`src/source/ex_defines.svh`:
```
////////////////////////////////////////
// Width macros for the execute stage
// Include in any file that sizes data,
// register addresses or opcodes
////////////////////////////////////////

`ifndef EX_DEFINES_SVH
`define EX_DEFINES_SVH

// Data path width
`define EX_XLEN 32

// Register file address, includes the extra bit for FP registers
`define EX_RADDR_W 6

// Opcode widths for the ALU and the multiplier
`define EX_ALU_OP_W 4
`define EX_MULT_OP_W 2

// Shift amount, low bits of operand b
`define EX_SHAMT_W 5

`endif

```
`src/source/ex_pkg.sv`:
```
////////////////////////////////////////
// Shared types of the execute stage
// ALU and multiplier opcodes, plus the
// multiplier sequencer states
////////////////////////////////////////

`include "ex_defines.svh"

package ex_pkg;

  // ALU operations, the last six are branch compares
  typedef enum logic [`EX_ALU_OP_W-1:0] {
    ALU_ADD  = 4'h0,
    ALU_SUB  = 4'h1,
    ALU_AND  = 4'h2,
    ALU_OR   = 4'h3,
    ALU_XOR  = 4'h4,
    ALU_SLL  = 4'h5,
    ALU_SRL  = 4'h6,
    ALU_SRA  = 4'h7,
    ALU_SLT  = 4'h8,
    ALU_SLTU = 4'h9,
    ALU_EQ   = 4'ha,
    ALU_NE   = 4'hb,
    ALU_LT   = 4'hc,
    ALU_GE   = 4'hd,
    ALU_LTU  = 4'he,
    ALU_GEU  = 4'hf
  } alu_op_e;

  // Multiplier operations, low word or one of three high words
  typedef enum logic [`EX_MULT_OP_W-1:0] {
    MUL_LO  = 2'd0,
    MUL_HSS = 2'd1,
    MUL_HUU = 2'd2,
    MUL_HSU = 2'd3
  } mult_op_e;

  // Sequencer for the two-cycle high products
  typedef enum logic {
    MULT_IDLE   = 1'b0,
    MULT_FINISH = 1'b1
  } mult_state_e;

endpackage

```
`src/source/ex_alu.sv`:
```
////////////////////////////////////////
// Integer ALU, purely combinational
// Arithmetic, logic, shifts, set-less-than
// and branch compares in one cycle
////////////////////////////////////////

`timescale 1ns/100ps

`include "ex_defines.svh"

module ex_alu (
  input  ex_pkg::alu_op_e       operator_i,
  input  logic [`EX_XLEN-1:0]   operand_a_i,
  input  logic [`EX_XLEN-1:0]   operand_b_i,
  output logic [`EX_XLEN-1:0]   result_o,
  output logic                  comparison_result_o
);

  import ex_pkg::*;

  // Adder shared by add, sub and all less-than checks
  logic                    adder_sub;
  logic                    cmp_signed;
  logic [`EX_XLEN:0]       adder_a;
  logic [`EX_XLEN:0]       adder_b;
  logic [`EX_XLEN:0]       adder_sum;
  logic                    is_less;
  logic                    is_equal;

  // Shifter
  logic [`EX_SHAMT_W-1:0]  shamt;
  logic                    shift_left;
  logic                    shift_arith;
  logic [`EX_XLEN-1:0]     shift_in;
  logic [`EX_XLEN:0]       shift_ext;
  logic [`EX_XLEN-1:0]     shift_result;

  // Reverse bit order so one right shifter also serves left shifts
  function automatic logic [`EX_XLEN-1:0] bit_rev(input logic [`EX_XLEN-1:0] v);
    logic [`EX_XLEN-1:0] r;
    for (int i = 0; i < `EX_XLEN; i++) begin
      r[i] = v[`EX_XLEN-1-i];
    end
    return r;
  endfunction

  ////////////////////////////////////////
  // Adder and comparison flags
  ////////////////////////////////////////

  assign adder_sub  = operator_i inside {ALU_SUB, ALU_SLT, ALU_SLTU, ALU_LT,
                                         ALU_GE, ALU_LTU, ALU_GEU};
  assign cmp_signed = operator_i inside {ALU_SLT, ALU_LT, ALU_GE};

  // One extra bit, sign or zero, keeps the difference from overflowing
  assign adder_a   = {cmp_signed & operand_a_i[`EX_XLEN-1], operand_a_i};
  assign adder_b   = {cmp_signed & operand_b_i[`EX_XLEN-1], operand_b_i};
  assign adder_sum = adder_a + (adder_sub ? ~adder_b : adder_b)
                     + {{`EX_XLEN{1'b0}}, adder_sub};

  // Top bit of a - b is the less-than flag
  assign is_less  = adder_sum[`EX_XLEN];
  assign is_equal = (operand_a_i == operand_b_i);

  ////////////////////////////////////////
  // Barrel shifter
  ////////////////////////////////////////

  assign shamt       = operand_b_i[`EX_SHAMT_W-1:0];
  assign shift_left  = (operator_i == ALU_SLL);
  assign shift_arith = (operator_i == ALU_SRA);
  assign shift_in    = shift_left ? bit_rev(operand_a_i) : operand_a_i;
  // Fill bit is the sign only for SRA
  assign shift_ext   = $signed({shift_arith & shift_in[`EX_XLEN-1], shift_in}) >>> shamt;
  assign shift_result = shift_left ? bit_rev(shift_ext[`EX_XLEN-1:0])
                                   : shift_ext[`EX_XLEN-1:0];

  // Compare outcome, branch condition or set-less-than bit
  always_comb begin
    case (operator_i)
      ALU_EQ:                        comparison_result_o = is_equal;
      ALU_NE:                        comparison_result_o = ~is_equal;
      ALU_LT, ALU_LTU,
      ALU_SLT, ALU_SLTU:             comparison_result_o = is_less;
      ALU_GE, ALU_GEU:               comparison_result_o = ~is_less;
      default:                       comparison_result_o = 1'b0;
    endcase
  end

  // Result select
  always_comb begin
    case (operator_i)
      ALU_ADD, ALU_SUB:          result_o = adder_sum[`EX_XLEN-1:0];
      ALU_AND:                   result_o = operand_a_i & operand_b_i;
      ALU_OR:                    result_o = operand_a_i | operand_b_i;
      ALU_XOR:                   result_o = operand_a_i ^ operand_b_i;
      ALU_SLL, ALU_SRL, ALU_SRA: result_o = shift_result;
      // Set and compare opcodes return the flag zero-extended
      ALU_SLT, ALU_SLTU, ALU_EQ, ALU_NE,
      ALU_LT, ALU_GE, ALU_LTU, ALU_GEU:
        result_o = {{(`EX_XLEN-1){1'b0}}, comparison_result_o};
      default:                   result_o = '0;
    endcase
  end

endmodule

```
`src/source/ex_mult.sv`:
```
////////////////////////////////////////
// Integer multiplier
// Low word in one cycle and high words
// in two while operands are held until
// ex_ready_i
////////////////////////////////////////

`timescale 1ns/100ps

`include "ex_defines.svh"

module ex_mult (
  input  logic                  clk,
  input  logic                  rst_n,

  input  logic                  enable_i,
  input  ex_pkg::mult_op_e      operator_i,
  input  logic [`EX_XLEN-1:0]   op_a_i,
  input  logic [`EX_XLEN-1:0]   op_b_i,

  // Stage may advance and leave the FINISH state
  input  logic                  ex_ready_i,

  output logic [`EX_XLEN-1:0]   result_o,
  output logic                  ready_o,
  output logic                  multicycle_o
);

  import ex_pkg::*;

  logic                           a_signed;
  logic                           b_signed;
  logic                           is_high;
  logic signed [`EX_XLEN:0]       op_a_ext;
  logic signed [`EX_XLEN:0]       op_b_ext;
  logic signed [2*`EX_XLEN+1:0]   product;
  mult_state_e                    state_q;
  mult_state_e                    state_d;

  ////////////////////////////////////////
  // Datapath
  ////////////////////////////////////////

  // Operand signedness per opcode
  // HSU takes a signed and b unsigned
  assign a_signed = (operator_i == MUL_HSS) || (operator_i == MUL_HSU);
  assign b_signed = (operator_i == MUL_HSS);
  assign is_high  = (operator_i != MUL_LO);

  // 33 bit operands so one signed multiply covers all three cases
  assign op_a_ext = $signed({a_signed & op_a_i[`EX_XLEN-1], op_a_i});
  assign op_b_ext = $signed({b_signed & op_b_i[`EX_XLEN-1], op_b_i});
  assign product  = (2*`EX_XLEN+2)'(op_a_ext) * (2*`EX_XLEN+2)'(op_b_ext);

  // Low word does not depend on signedness
  assign result_o = is_high ? product[2*`EX_XLEN-1:`EX_XLEN] : product[`EX_XLEN-1:0];

  ////////////////////////////////////////
  // High product sequencer
  ////////////////////////////////////////

  always_comb begin
    state_d      = state_q;
    ready_o      = 1'b1;
    multicycle_o = 1'b0;

    case (state_q)
      MULT_IDLE: begin
        // High word costs one extra cycle
        if (enable_i && is_high) begin
          ready_o = 1'b0;
          state_d = MULT_FINISH;
        end
      end

      MULT_FINISH: begin
        // Result is valid until the stage moves on
        multicycle_o = 1'b1;
        if (ex_ready_i) begin
          state_d = MULT_IDLE;
        end
      end

      default: begin
        state_d = MULT_IDLE;
      end
    endcase
  end

  always_ff @(posedge clk or negedge rst_n) begin
    if (!rst_n) begin
      state_q <= MULT_IDLE;
    end else begin
      state_q <= state_d;
    end
  end

endmodule

```
`src/source/ex_result_sel.sv`:
```
////////////////////////////////////////
// ALU write port forwarding and stall
// Picks CSR, multiplier or ALU data and
// builds ex_ready and ex_valid
////////////////////////////////////////

`timescale 1ns/100ps

`include "ex_defines.svh"

module ex_result_sel (
  // Unit enables from ID
  input  logic                     alu_en_i,
  input  logic                     mult_en_i,
  input  logic                     csr_access_i,
  input  logic                     lsu_en_i,

  // ALU write port request from ID
  input  logic                     regfile_alu_we_i,
  input  logic [`EX_RADDR_W-1:0]   regfile_alu_waddr_i,

  // Unit results
  input  logic [`EX_XLEN-1:0]      alu_result_i,
  input  logic [`EX_XLEN-1:0]      mult_result_i,
  input  logic [`EX_XLEN-1:0]      csr_rdata_i,

  // Ready levels
  input  logic                     mult_ready_i,
  input  logic                     lsu_ready_ex_i,
  input  logic                     wb_ready_i,
  input  logic                     branch_in_ex_i,

  // Forward port to register file and ID
  output logic                     regfile_alu_we_fw_o,
  output logic [`EX_RADDR_W-1:0]   regfile_alu_waddr_fw_o,
  output logic [`EX_XLEN-1:0]      regfile_alu_wdata_fw_o,

  output logic                     ex_ready_o,
  output logic                     ex_valid_o
);

  logic units_ready;

  // Forward data, CSR first, then multiplier, then ALU
  always_comb begin
    regfile_alu_wdata_fw_o = '0;
    if (csr_access_i) begin
      regfile_alu_wdata_fw_o = csr_rdata_i;
    end else if (mult_en_i) begin
      regfile_alu_wdata_fw_o = mult_result_i;
    end else if (alu_en_i) begin
      regfile_alu_wdata_fw_o = alu_result_i;
    end
  end

  // Enable and address come straight from ID
  assign regfile_alu_we_fw_o    = regfile_alu_we_i;
  assign regfile_alu_waddr_fw_o = regfile_alu_waddr_i;

  ////////////////////////////////////////
  // Stall control
  ////////////////////////////////////////

  // ALU is always ready and does not appear here
  assign units_ready = mult_ready_i & lsu_ready_ex_i & wb_ready_i;

  // Branches resolve here and never need WB
  assign ex_ready_o = units_ready | branch_in_ex_i;
  // Valid flows forward only, independent of ex_ready
  assign ex_valid_o = (alu_en_i | mult_en_i | csr_access_i | lsu_en_i) & units_ready;

endmodule

```
`src/source/ex_stage.sv`:
```
////////////////////////////////////////
// Execute stage top level
// ALU and multiplier side by side, then
// result select and the EX/WB register
////////////////////////////////////////

`timescale 1ns/100ps

`include "ex_defines.svh"

module ex_stage (
  input  logic                     clk,
  input  logic                     rst_n,

  // ALU inputs from ID
  input  logic                     alu_en_i,
  input  ex_pkg::alu_op_e          alu_operator_i,
  input  logic [`EX_XLEN-1:0]      alu_operand_a_i,
  input  logic [`EX_XLEN-1:0]      alu_operand_b_i,
  input  logic [`EX_XLEN-1:0]      alu_operand_c_i,

  // Multiplier inputs from ID
  input  logic                     mult_en_i,
  input  ex_pkg::mult_op_e         mult_operator_i,
  input  logic [`EX_XLEN-1:0]      mult_operand_a_i,
  input  logic [`EX_XLEN-1:0]      mult_operand_b_i,

  // CSR and LSU
  input  logic                     csr_access_i,
  input  logic [`EX_XLEN-1:0]      csr_rdata_i,
  input  logic                     lsu_en_i,
  input  logic [`EX_XLEN-1:0]      lsu_rdata_i,
  input  logic                     lsu_ready_ex_i,

  input  logic                     branch_in_ex_i,

  // Write port requests from ID
  input  logic                     regfile_alu_we_i,
  input  logic [`EX_RADDR_W-1:0]   regfile_alu_waddr_i,
  input  logic                     regfile_we_i,
  input  logic [`EX_RADDR_W-1:0]   regfile_waddr_i,

  input  logic                     wb_ready_i,

  // Forward port
  output logic                     regfile_alu_we_fw_o,
  output logic [`EX_RADDR_W-1:0]   regfile_alu_waddr_fw_o,
  output logic [`EX_XLEN-1:0]      regfile_alu_wdata_fw_o,

  // Load write-back port
  output logic                     regfile_we_wb_o,
  output logic [`EX_RADDR_W-1:0]   regfile_waddr_wb_o,
  output logic [`EX_XLEN-1:0]      regfile_wdata_wb_o,

  // To IF and the controller
  output logic [`EX_XLEN-1:0]      jump_target_o,
  output logic                     branch_decision_o,
  output logic                     mult_multicycle_o,

  output logic                     ex_ready_o,
  output logic                     ex_valid_o
);

  logic [`EX_XLEN-1:0] alu_result;
  logic                alu_cmp_result;
  logic [`EX_XLEN-1:0] mult_result;
  logic                mult_ready;

  // Branch target computed in ID, decision from the ALU compare
  assign jump_target_o     = alu_operand_c_i;
  assign branch_decision_o = alu_cmp_result;

  ////////////////////////////////////////
  // Units
  ////////////////////////////////////////

  ex_alu alu0 (
    .operator_i          (alu_operator_i),
    .operand_a_i         (alu_operand_a_i),
    .operand_b_i         (alu_operand_b_i),
    .result_o            (alu_result),
    .comparison_result_o (alu_cmp_result)
  );

  ex_mult mult0 (
    .clk          (clk),
    .rst_n        (rst_n),
    .enable_i     (mult_en_i),
    .operator_i   (mult_operator_i),
    .op_a_i       (mult_operand_a_i),
    .op_b_i       (mult_operand_b_i),
    .ex_ready_i   (ex_ready_o),
    .result_o     (mult_result),
    .ready_o      (mult_ready),
    .multicycle_o (mult_multicycle_o)
  );

  ////////////////////////////////////////
  // Result select, stall, write-back
  ////////////////////////////////////////

  ex_result_sel sel0 (
    .alu_en_i               (alu_en_i),
    .mult_en_i              (mult_en_i),
    .csr_access_i           (csr_access_i),
    .lsu_en_i               (lsu_en_i),
    .regfile_alu_we_i       (regfile_alu_we_i),
    .regfile_alu_waddr_i    (regfile_alu_waddr_i),
    .alu_result_i           (alu_result),
    .mult_result_i          (mult_result),
    .csr_rdata_i            (csr_rdata_i),
    .mult_ready_i           (mult_ready),
    .lsu_ready_ex_i         (lsu_ready_ex_i),
    .wb_ready_i             (wb_ready_i),
    .branch_in_ex_i         (branch_in_ex_i),
    .regfile_alu_we_fw_o    (regfile_alu_we_fw_o),
    .regfile_alu_waddr_fw_o (regfile_alu_waddr_fw_o),
    .regfile_alu_wdata_fw_o (regfile_alu_wdata_fw_o),
    .ex_ready_o             (ex_ready_o),
    .ex_valid_o             (ex_valid_o)
  );

  ex_wb_reg wb0 (
    .clk                (clk),
    .rst_n              (rst_n),
    .ex_valid_i         (ex_valid_o),
    .wb_ready_i         (wb_ready_i),
    .regfile_we_i       (regfile_we_i),
    .regfile_waddr_i    (regfile_waddr_i),
    .lsu_rdata_i        (lsu_rdata_i),
    .regfile_we_wb_o    (regfile_we_wb_o),
    .regfile_waddr_wb_o (regfile_waddr_wb_o),
    .regfile_wdata_wb_o (regfile_wdata_wb_o)
  );

endmodule

```
`src/source/ex_wb_reg.sv`:
```
////////////////////////////////////////
// EX/WB pipeline register
// Carries load write-back address and
// enable, load data passes through
////////////////////////////////////////

`timescale 1ns/100ps

`include "ex_defines.svh"

module ex_wb_reg (
  input  logic                     clk,
  input  logic                     rst_n,

  input  logic                     ex_valid_i,
  input  logic                     wb_ready_i,

  // Load destination from ID
  input  logic                     regfile_we_i,
  input  logic [`EX_RADDR_W-1:0]   regfile_waddr_i,
  input  logic [`EX_XLEN-1:0]      lsu_rdata_i,

  output logic                     regfile_we_wb_o,
  output logic [`EX_RADDR_W-1:0]   regfile_waddr_wb_o,
  output logic [`EX_XLEN-1:0]      regfile_wdata_wb_o
);

  // Write enable, valid implies WB was ready
  always_ff @(posedge clk or negedge rst_n) begin
    if (!rst_n) begin
      regfile_we_wb_o <= 1'b0;
    end else if (ex_valid_i) begin
      regfile_we_wb_o <= regfile_we_i;
    end else if (wb_ready_i) begin
      // Nothing new arrives, flush the old entry out
      regfile_we_wb_o <= 1'b0;
    end
  end

  // Address, only taken for a real write
  always_ff @(posedge clk) begin
    if (ex_valid_i && regfile_we_i) begin
      regfile_waddr_wb_o <= regfile_waddr_i;
    end
  end

  assign regfile_wdata_wb_o = lsu_rdata_i;

endmodule

```
`config.mk`:
```
export PLATFORM = sky130hd
export DESIGN_NAME = ex_stage
export DESIGN_NICKNAME = d
export VERILOG_FILES = /design/src/source/ex_pkg.sv /design/src/source/ex_alu.sv /design/src/source/ex_mult.sv /design/src/source/ex_result_sel.sv /design/src/source/ex_stage.sv /design/src/source/ex_wb_reg.sv
export VERILOG_INCLUDE_DIRS = /design/src /design/src/source
export SDC_FILE = /design/constraint.sdc
export NUM_CORES = 2
export LEC_CHECK = 0
export ABC_AREA = 1
export BUFFER_PORTS_ARGS = -buffer_cell sky130_fd_sc_hd__buf_2
export CAP_MARGIN = 20
export CORE_UTILIZATION = 40
export DETAILED_ROUTE_END_ITERATION = 6
export SETUP_SLACK_MARGIN = 0.05
export SYNTH_ARGS = -nofsm -noshare
export SYNTH_HDL_FRONTEND = slang
export SYNTH_SLANG_ARGS = --single-unit
```
`constraint.sdc`:
```
create_clock -name clk -period 8.4 [get_ports clk]
set_input_delay 0.42 -clock clk [delete_from_list [all_inputs] [get_ports clk]]
set_output_delay 0.42 -clock clk [all_outputs]
set_load 0.005 [all_outputs]
```
==> out/qor.yml <==
status: "finished, final reports clean"
die_h_um: 349
nets: 8486
worstPathRequired_ns: 7.98
arrival_ns: 7.70
cts_tree: "yes"
ff2ff_path_depth: 6
final-hold-violation-count: 0
cts_made_buffers: 3
synth_simple_gate_area_frac: 0.215
final_common_cell: "inv_1"
grt_start_max_net_pins: 63
yosysSeqAreaShare: 0.00477
crit_path_max_fanout: 4
drc: 0
postLayoutCellArea_mm2: 0.0547
r2r_start: "mult0.state_q$_DFF_PN0_"
holdPathEnd: "wb0.regfile_waddr_wb_o[2]$_DFFE_PP_"
slew_headroom: 0.380
route.detailed.wl_per_inst_um: 19.3
reg2reg_slack_ns: 7.11
worstMarginPinSlew_ns: 0.928
clkTransAtPathRegs_ns: 0.04
port_buffers: 224
place_area_mm2: 0.0533
drtIter0Drc: 3393
yosysWarnings: 0
syn_to_final_growth_pct: 13.2
gp_routability_congestion: 1.06
reg2reg_to: "wb0.regfile_waddr_wb_o[4]$_DFFE_PP_"
slowest_stage: "fa_2"
yosys.area.top_type: "fa_1"
synth_compound_area_frac: 0.0513
postSynthAreaPerCell_um2: 7.40
muxShareOfSynthArea: 0
grt_pass1_vias: 44032
grt_usage: 0.271
yosys-top-cells-area: "fa_1 (47%), inv_1 (13%), nand2_1 (12%)"
clock_path_buffers: 2
cts_htree_levels: 1
dp_hpwl_um: 143000
synth_cell_types: 52
worstSetupEndpointType: "output pin"
grt_pass1_wl_um: 255000
synth-edff-count: 6
ys_ff_latch: 8
clkLatencyLatePin_ns: 0.23
via_count: 42878
via_per_inst: 5.10
worst_setup_path_start_kind: "primary input"
max_stage_delay_ns: 0.58
core-area_mm2: 0.120
die_x_um: 349
layout-drive-gt1-share: 0.138
synth_top_family_by_area: "adder cells"
antenna_found_initial: 10
yosys_most_used_dff: "edfxtp_1"
first_pass_iters: 6
overflow: 0
die_area_mm2: 0.122
synthAdderAreaFrac: 0.546
hold_start: "regfile_waddr_i[2]"
synth_nets: 8214
ant_nets: 0
final_cell_mix: "inv_1 (1660), nand2_1 (1589), fa_1 (1102), nand3_1 (456), buf_4 (385)"
ys_async_sr_fraction: 0.250
synthCells: 6528
rows: 127
holdPathStages: 1
worstSetupPathType: "in -> out"
setup_tns_ns: 0
io_pins: 367
crit_top_cell: "fa_1"
fin_skew_ns: 0.00270
fin_crit_ns: 8.12
finalSetupViolations: 0
cts_sinks: 8
fin_util: 0.456
drv_cap: 0
initial_utilization: 0.403
totalWireLength_um: 162000
finalCritPeriodShare: 0.966
hold_slack_ns: 0.363
rsz0062_at_grt: "yes"
synth_top_area_share: 0.467
synth_area_mm2: 0.0483
synth-xor-area-share: 0.0138
max_freq_mhz: 123
hold_path.class: "in -> reg"
clock-root-buffer: "clkbuf_16"
slew_violations: 0
## synth_stat cells (8+ instances only)
cell,n
ha_1,307
o21ai_0,141
nand3_2,22
fa_1,1126
a21o_1,18
a31oi_1,11
a311oi_1,32
a21oi_1,182
o22ai_1,10
clkbuf_1,270
nand3b_1,8
nor2_1,293
xor2_1,58
nor4_1,17
buf_4,75
xnor2_1,18
nand3_1,464
inv_1,1677
o21bai_1,13
nand2_1,1608
or2_2,17
nand4_1,26
nand2_2,10
buf_2,39
nor3_1,20
## worst max-delay path by stage
stage                     cells after the start                         end            startpoint
final                                        31   regfile_alu_wdata_fw_o[9]    mult_operator_i[0]
after global routing                         37  regfile_alu_wdata_fw_o[27]   mult_operand_b_i[0]
after CTS                                    34   regfile_alu_wdata_fw_o[2]  mult_operand_b_i[10]
after detailed placement                     34   regfile_alu_wdata_fw_o[2]  mult_operand_b_i[18]
after global placement                       30  regfile_alu_wdata_fw_o[29]   mult_operand_b_i[3]
after floorplan                              29  regfile_alu_wdata_fw_o[22]  mult_operand_a_i[31]
## stage by stage
stage / setup WS, ns / cells
2_1_floorplan: 0.461 / 6528
3_3_place_gp: -0.276 / 8390
3_5_place_dp: -0.203 / 8390
4_1_cts: 0.0512 / 8395
5_1_grt: 0.000730 / 8413
6_report: 0.284 / 8415
## layout make-up
class                      instances  area (um2)
fill                           12269       65100
inverter                        1687        6340
sequential                         8         230
multi-input combinational       4439       40900
clock buffer                       4        78.8
timing repair buffer             661        5090
antenna                            4        10.0
tap                             1612        2020
## logic make-up after synthesis
logic type	after synthesis
AND/OR/NAND/NOR	2495
AO/OA/AOI/OAI	435
XOR/XNOR	76
buffers and inverters	2081
adder cells (fa/ha/maj)	1433
flip-flops	8
## critical path: cells and delay by family
kind | cells | cell delay, ns
fa+ha+maj | 9 | 4.22
simple gates | 8 | 1.11
compound gates | 6 | 0.97
buf+inv | 8 | 0.96
## per-layer routing
layer,vias to the layer above,GRT usage,part of all wire
met5,-,0,0.00031
met4,8,0.0639,0.029
met3,235,0.0331,0.071
met2,1542,0.443,0.47
met1,21553,0.382,0.43
li1,19540,-,-
## registers in the layout, indices dropped and copies added (netlist names)
register	count
mult0.state_q	1
wb0.regfile_waddr_wb_o	6
wb0.regfile_we_wb_o	1
## timing repair
item	CTS	global route
gates resized for setup	34	280
endpoints found under the setup margin	20	32
hold endpoints to repair	2	0
setup buffers	0	15
hold buffers	1	0
pin swaps	1	30
cloned	0	1
Power is left out: the tool's default activity adds up to more than one toggle a clock period on the data nets, which glitch-free logic cannot reach.
